`config.mk`:
```
export PLATFORM = sky130hd
export DESIGN_NAME = boot_top
export DESIGN_NICKNAME = d
export VERILOG_FILES = /design/src/source/boot_pkg.sv /design/src/source/mem_req_if.sv /design/src/source/boot_sequencer.sv /design/src/source/boot_top.sv /design/src/source/flash_reader.sv /design/src/source/ram_writer.sv /design/src/source/seg_decoder.sv
export SDC_FILE = /design/constraint.sdc
export NUM_CORES = 1
export LEC_CHECK = 0
export BUFFER_PORTS_ARGS = -buffer_cell sky130_fd_sc_hd__buf_2
export CORE_ASPECT_RATIO = 1.1
export CORE_UTILIZATION = 32
export CTS_CLUSTER_DIAMETER = 80
export DETAILED_ROUTE_END_ITERATION = 16
export GPL_TIMING_DRIVEN = 0
export SYNTH_ARGS = -nofsm -noshare
export SYNTH_HDL_FRONTEND = slang
export SYNTH_SLANG_ARGS = --single-unit
```
`constraint.sdc`:
```
create_clock -name raw_clk -period 3.35 [get_ports raw_clk]
set_input_delay 0.67 -clock raw_clk [delete_from_list [all_inputs] [get_ports raw_clk]]
set_output_delay 0.67 -clock raw_clk [all_outputs]
set_load 0.1 [all_outputs]
```
`src/source/boot_pkg.sv`:
```
package boot_pkg;

	localparam int WORD_W = 16;
	localparam int FLASH_AW = 22;
	localparam int RAM_AW = 18;
	localparam int SEG_W = 7;

	// One data word, same width on flash and SRAM
	typedef logic [WORD_W-1:0] word_t;

	// Flash word address, byte address bit 0 dropped
	typedef logic [FLASH_AW-1:0] flash_addr_t;

	// SRAM word address
	typedef logic [RAM_AW-1:0] ram_addr_t;

	// Active low, segment a in bit 0
	typedef logic [SEG_W-1:0] seg_t;

endpackage

```
`src/source/mem_req_if.sv`:
```
`timescale 1ns/10ps

interface mem_req_if import boot_pkg::*; ();

	logic req;
	flash_addr_t addr;
	// Driven by the reader on the flash side, by the sequencer on the SRAM side
	wire word_t data;
	logic done;

	modport master (
		output req,
		output addr,
		inout data,
		input done
	);

	modport slave (
		input req,
		input addr,
		inout data,
		output done
	);

endinterface

```
`src/source/boot_sequencer.sv`:
```
`timescale 1ns/10ps

module boot_sequencer import boot_pkg::*; #(
	parameter int BOOT_WORDS = 256
) (
	input logic clk,
	input logic arst_n,
	input logic start,
	mem_req_if.master flash_bus,
	mem_req_if.master ram_bus,
	output logic [15:0] count,
	output word_t checksum,
	output logic boot_done
);

	typedef enum logic [1:0] {
		ST_IDLE,
		ST_READ,
		ST_WRITE,
		ST_DONE
	} state_t;

	state_t state;
	logic flash_req;
	logic ram_req;
	logic last_word;
	word_t word_q;

	assign last_word = (count == 16'(BOOT_WORDS - 1));

	always_ff @(posedge clk or negedge arst_n) begin
		if (!arst_n) begin
			state <= ST_IDLE;
			flash_req <= 1'b0;
			ram_req <= 1'b0;
			count <= '0;
			checksum <= '0;
			boot_done <= 1'b0;
		end else begin
			flash_req <= 1'b0;
			ram_req <= 1'b0;
			case (state)
				// Start ignored while a copy runs
				ST_IDLE, ST_DONE: begin
					if (start) begin
						state <= ST_READ;
						flash_req <= 1'b1;
						count <= '0;
						checksum <= '0;
						boot_done <= 1'b0;
					end
				end
				ST_READ: begin
					if (flash_bus.done) begin
						state <= ST_WRITE;
						ram_req <= 1'b1;
						checksum <= checksum + flash_bus.data;
					end
				end
				ST_WRITE: begin
					if (ram_bus.done) begin
						count <= count + 1'b1;
						if (last_word) begin
							state <= ST_DONE;
							boot_done <= 1'b1;
						end else begin
							state <= ST_READ;
							flash_req <= 1'b1;
						end
					end
				end
				default: begin
					state <= ST_IDLE;
				end
			endcase
		end
	end

	// Word passed from the flash read to the SRAM write
	always_ff @(posedge clk) begin
		if (state == ST_READ && flash_bus.done)
			word_q <= flash_bus.data;
	end

	// Same index on both sides
	assign flash_bus.req = flash_req;
	assign flash_bus.addr = flash_addr_t'(count);

	assign ram_bus.req = ram_req;
	assign ram_bus.addr = flash_addr_t'(count);
	assign ram_bus.data = word_q;

	a_count_bound: assert property (@(posedge clk) disable iff (!arst_n)
		count <= 16'(BOOT_WORDS));

	// Only one memory access in flight
	a_flash_alone: assert property (@(posedge clk) disable iff (!arst_n)
		flash_bus.req |-> (!ram_bus.req && !ram_bus.done) until_with flash_bus.done);

	a_ram_alone: assert property (@(posedge clk) disable iff (!arst_n)
		ram_bus.req |-> (!flash_bus.req && !flash_bus.done) until_with ram_bus.done);

endmodule

```
`src/source/boot_top.sv`:
```
`timescale 1ns/10ps

module boot_top import boot_pkg::*; #(
	parameter int BOOT_WORDS = 256,
	parameter int FLASH_WAIT = 4,
	parameter int RAM_WAIT = 2
) (
	input logic raw_clk,
	input logic arst_n,
	input logic start,
	output flash_addr_t flash_addr,
	output logic flash_ce_n,
	output logic flash_oe_n,
	input word_t flash_data,
	output ram_addr_t ram_addr,
	output word_t ram_data,
	output logic ram_en_n,
	output logic ram_we_n,
	output seg_t seg_hi,
	output seg_t seg_lo,
	output word_t checksum,
	output logic boot_done
);

	logic [15:0] count;

	mem_req_if flash_bus();
	mem_req_if ram_bus();

	boot_sequencer #(
		.BOOT_WORDS(BOOT_WORDS)
	) __boot_sequencer (
		.clk(raw_clk),
		.arst_n(arst_n),
		.start(start),
		.flash_bus(flash_bus.master),
		.ram_bus(ram_bus.master),
		.count(count),
		.checksum(checksum),
		.boot_done(boot_done)
	);

	flash_reader #(
		.FLASH_WAIT(FLASH_WAIT)
	) __flash_reader (
		.clk(raw_clk),
		.arst_n(arst_n),
		.bus(flash_bus.slave),
		.flash_addr(flash_addr),
		.flash_data(flash_data),
		.flash_ce_n(flash_ce_n),
		.flash_oe_n(flash_oe_n)
	);

	ram_writer #(
		.RAM_WAIT(RAM_WAIT)
	) __ram_writer (
		.clk(raw_clk),
		.arst_n(arst_n),
		.bus(ram_bus.slave),
		.ram_addr(ram_addr),
		.ram_data(ram_data),
		.ram_en_n(ram_en_n),
		.ram_we_n(ram_we_n)
	);

	// Low byte of the copy count
	seg_decoder __seg_hi (
		.nibble(count[7:4]),
		.seg(seg_hi)
	);

	seg_decoder __seg_lo (
		.nibble(count[3:0]),
		.seg(seg_lo)
	);

endmodule

```
`src/source/flash_reader.sv`:
```
`timescale 1ns/10ps

module flash_reader import boot_pkg::*; #(
	parameter int FLASH_WAIT = 4
) (
	input logic clk,
	input logic arst_n,
	mem_req_if.slave bus,
	output flash_addr_t flash_addr,
	input word_t flash_data,
	output logic flash_ce_n,
	output logic flash_oe_n
);

	localparam int CNT_W = (FLASH_WAIT > 1) ? $clog2(FLASH_WAIT) : 1;

	typedef enum logic [1:0] {
		ST_IDLE,
		ST_ACCESS,
		ST_DONE
	} state_t;

	state_t state;
	logic [CNT_W-1:0] wait_cnt;
	logic last_cycle;
	word_t data_q;

	assign last_cycle = (state == ST_ACCESS) && (wait_cnt == CNT_W'(FLASH_WAIT - 1));

	always_ff @(posedge clk or negedge arst_n) begin
		if (!arst_n) begin
			state <= ST_IDLE;
			wait_cnt <= '0;
		end else begin
			case (state)
				ST_IDLE: begin
					wait_cnt <= '0;
					if (bus.req)
						state <= ST_ACCESS;
				end
				ST_ACCESS: begin
					if (last_cycle)
						state <= ST_DONE;
					else
						wait_cnt <= wait_cnt + 1'b1;
				end
				default: begin
					state <= ST_IDLE;
				end
			endcase
		end
	end

	// Address held for the whole access, word taken on the last strobe cycle
	always_ff @(posedge clk) begin
		if (state == ST_IDLE && bus.req)
			flash_addr <= bus.addr;
		if (last_cycle)
			data_q <= flash_data;
	end

	assign flash_ce_n = (state != ST_ACCESS);
	assign flash_oe_n = (state != ST_ACCESS);

	assign bus.done = (state == ST_DONE);
	assign bus.data = data_q;

	// Sequencer must wait for done before the next read
	a_req_when_idle: assert property (@(posedge clk) disable iff (!arst_n)
		bus.req |-> state == ST_IDLE);

endmodule

```
`src/source/ram_writer.sv`:
```
`timescale 1ns/10ps

module ram_writer import boot_pkg::*; #(
	parameter int RAM_WAIT = 2
) (
	input logic clk,
	input logic arst_n,
	mem_req_if.slave bus,
	output ram_addr_t ram_addr,
	output word_t ram_data,
	output logic ram_en_n,
	output logic ram_we_n
);

	localparam int CNT_W = (RAM_WAIT > 1) ? $clog2(RAM_WAIT) : 1;

	typedef enum logic [1:0] {
		ST_IDLE,
		ST_WRITE,
		ST_DONE
	} state_t;

	state_t state;
	logic [CNT_W-1:0] wait_cnt;

	always_ff @(posedge clk or negedge arst_n) begin
		if (!arst_n) begin
			state <= ST_IDLE;
			wait_cnt <= '0;
		end else begin
			case (state)
				ST_IDLE: begin
					wait_cnt <= '0;
					if (bus.req)
						state <= ST_WRITE;
				end
				ST_WRITE: begin
					if (wait_cnt == CNT_W'(RAM_WAIT - 1))
						state <= ST_DONE;
					else
						wait_cnt <= wait_cnt + 1'b1;
				end
				default: begin
					state <= ST_IDLE;
				end
			endcase
		end
	end

	// SRAM takes only the low address bits
	always_ff @(posedge clk) begin
		if (state == ST_IDLE && bus.req) begin
			ram_addr <= bus.addr[RAM_AW-1:0];
			ram_data <= bus.data;
		end
	end

	assign ram_en_n = (state != ST_WRITE);
	assign ram_we_n = (state != ST_WRITE);

	assign bus.done = (state == ST_DONE);

	// Address and data must not move under the write strobe
	a_hold_stable: assert property (@(posedge clk) disable iff (!arst_n)
		!ram_we_n |=> ram_we_n || ($stable(ram_addr) && $stable(ram_data)));

endmodule

```
`src/source/seg_decoder.sv`:
```
`timescale 1ns/10ps

module seg_decoder import boot_pkg::*; (
	input logic [3:0] nibble,
	output seg_t seg
);

	// Patterns written active high as gfedcba, then inverted
	always_comb begin
		case (nibble)
			4'h0: seg = ~7'h3f;
			4'h1: seg = ~7'h06;
			4'h2: seg = ~7'h5b;
			4'h3: seg = ~7'h4f;
			4'h4: seg = ~7'h66;
			4'h5: seg = ~7'h6d;
			4'h6: seg = ~7'h7d;
			4'h7: seg = ~7'h07;
			4'h8: seg = ~7'h7f;
			4'h9: seg = ~7'h6f;
			4'ha: seg = ~7'h77;
			4'hb: seg = ~7'h7c;
			4'hc: seg = ~7'h39;
			4'hd: seg = ~7'h5e;
			4'he: seg = ~7'h79;
			default: seg = ~7'h71;
		endcase
	end

endmodule
```
==> results_dict.tcl <==
set metrics [dict create \
    status "finished clean" \
    criticalPathCategory "flip-flop to output port" \
    clock_skew_ns 0.00756 \
    ant_nets 0 \
    grt_pass1_wl_um 21500 \
    finalMaxSlewViolations 0 \
    ys_seq_area_share_pct 60.8 \
    cts_setup_buffers 0 \
    slew_headroom_pct 30.7 \
    finalNonFillerCells 864 \
    vias_per_cell 4.79 \
    cts_tree "yes" \
    synth_top_cell_by_area "edfxtp_1" \
    dr.first_iter.drc_count 250 \
    clock_latency_ns 0.42 \
    core_um2 17700 \
    fin_ws_ns 0.371 \
    place_ws_ns 0.821 \
    drive_above_1_share_pct 26.1 \
    multiInputGateArea_um2 2080 \
    synth_cell_types 56 \
    fmax_mhz 336 \
    fin_crit_ns 2.98 \
    postPlaceCellArea_um2 6660 \
    synth_warnings 0 \
    setup_violations 0 \
    worst-slew-pin-transition_ns 1.04 \
    finalHoldViolCount 0 \
    crit_arrival_ns 2.31 \
    fp.dieH_um 143 \
    synth_top_area_share_pct 41.7 \
    worst-path-max-fanout 10 \
    numCtsBuffers 17 \
    yosys-top-cells-area "edfxtp_1 42%, dfrtp_1 19%, ha_1 6.7%" \
    finalNetCount 663 \
    cts_resized 0 \
    htreeDepth 4 \
    synth_area_um2 5760 \
    ctsHoldBuffers 0 \
    hpwl_um 9480 \
    clock-sinks 124 \
    vias 4138 \
    rsz0062_at_grt "no" \
    firstDrtPassIters 4 \
    fill_cells 1711 \
    syn_to_final_growth_pct 26.3 \
    synth_flop_cell "edfxtp_1" \
    synth_edf_count 80 \
    ys_ff_latch 124 \
    dp.cells 831 \
    die_w_um 130 \
    gp_congestion 0.828 \
    globalRouteOverflowTotal 0 \
    io_buffers 101 \
    yosysMostFrequentCell "edfxtp_1" \
    drcViolationCount 0 \
    die-area_um2 18600 \
    clk_path_buf_depth 2 \
    rows 51 \
    period_share_pct 88.9 \
    grt_pass1_vias 4170 \
    p_leak_nw 3.06 \
    track_usage_pct 15.5 \
    clkTransAtPathRegs_ns 0.05 \
    root_buffer "clkbuf_16" \
    initial_core_util_pct 32.6 \
    end_kind "output port" \
    grt_max_degree 45 \
    hold_path.class "flip-flop to flip-flop" \
    final_design_area_no_fill_um2 7280 \
    synth_commonest_cells "80 x edfxtp_1, 55 x nand2_1, 44 x dfrtp_1" \
    required_ns 2.68 \
    post_drt_wl_per_cell_um 15.3 \
    cp-start-kind "flip-flop" \
    regArea_um2 3500 \
    drt-total-wl_um 13200 \
    ios 110 \
    async_flop_share_pct 35.5 \
    synth.avg_cell_area_um2 12.0 \
    grt_antenna_before_repair 0 \
    netlist_instances 480 \
    maxCapViolations 0 \
    peakVddDrop_mv 0.475 \
    powerDensity_nw_per_um2 784 \
    total_power_mw 5.71 \
]
final timing paths:
| path | from | cells after the start | slack [ns] | end |
|---|---|---|---|---|
| min in group asynchronous | arst_n | 1 | 0.45 | __boot_sequencer.count[7] |
| max in group asynchronous | arst_n | 1 | 2.27 | __boot_sequencer.ram_bus.req |
| hold reg to reg | __boot_sequencer.ram_bus.data[7] | 0 | 0.42 | __ram_writer.ram_data[7] |
| setup / recovery | __boot_sequencer.count[6] | 5 | 0.37 | seg_hi[0] |
| hold / removal | __boot_sequencer.ram_bus.data[7] | 0 | 0.42 | __ram_writer.ram_data[7] |
| setup reg to reg | __boot_sequencer.state[1] | 8 | 0.99 | __boot_sequencer.checksum[15] |
flip-flops by register name, indices dropped and copies added (netlist names):
register	cells
__boot_sequencer.checksum	16
__boot_sequencer.count	16
__boot_sequencer.ram_bus.data	16
__flash_reader.bus.data	16
__flash_reader.flash_addr	16
__ram_writer.ram_addr	16
__ram_writer.ram_data	16
__boot_sequencer.state	2
__flash_reader.state	2
__flash_reader.wait_cnt	2
__ram_writer.state	2
__boot_sequencer.boot_done	1
__boot_sequencer.flash_bus.req	1
__boot_sequencer.ram_bus.req	1
__ram_writer.wait_cnt	1
metrics by stage:
step	TNS (ns)	hold slack, ns	utilization, %
after CTS	0	0.408	41.2
final	0	0.418	41.2
after detailed placement	0	0.407	37.7
after global placement	-57.77	0.401	37.3
after global routing	0	0.410	41.2
after floorplan	0	0.374	-
placed cells by master, fill, tap and decap left out, types with 13 or more instances in the layout:
cell       Yosys  routed
o21ai_0       37      33
buf_4         14      14
nor2_1        23      22
dfrtp_1       44      44
edfxtp_1      80      80
buf_2          4     105
ha_1          31      31
a21oi_1       29      29
inv_1         13      13
nand2_1       55      55
clkbuf_16      0      17
power breakdown:
group	switching, mW	internal, mW	total [mW]	leakage (nW)
Sequential	0.101	1.78	1.88	1.32
Combinational	1.49	0.428	1.92	1.44
Clock	0.630	1.28	1.91	0.296
Total	2.22	3.49	5.71	3.06
cell families (layout without fill, tap and decap cells):
logic type | after synthesis | in the layout | synth area share (%)
xor gates and xnor gates | 14 | 14 | 2.13
buffers and inverters | 41 | 179 | 3.71
and+or+nand+nor | 150 | 150 | 13.0
other | 1 | 9 | 0.0651
DFF | 124 | 124 | 60.8
adders and majority gates | 32 | 32 | 7.08
muxes | 7 | 7 | 1.24
AOI/OAI and AO/OA | 111 | 111 | 12.0
per-layer routing:
layer	vias to the layer above	part of all wire (%)	track usage (%)
li1	2000	-	-
met1	1993	43	18.3
met2	126	50	26.9
met3	19	5.3	4.12
met4	0	1.4	5.57
met5	-	0	0
critical path, stage by stage, from the launching register on:
cell	delay (ns)
dfrtp_1	0.36
clkbuf_1	0.33
clkbuf_1	0.44
mux2i_1	0.17
a21oi_1	0.16
buf_2	0.44
layout make-up:
type	count	area share, %
clock buffer	24	6.48
antenna	1	0.0344
multi-input combinational	322	28.6
buffer	28	2.27
tap	238	4.09
sequential	124	48.1
clock inverter	8	1.94
inverter	13	0.671
timing repair buffer	106	7.72
Power figures use the tool's default switching activity.
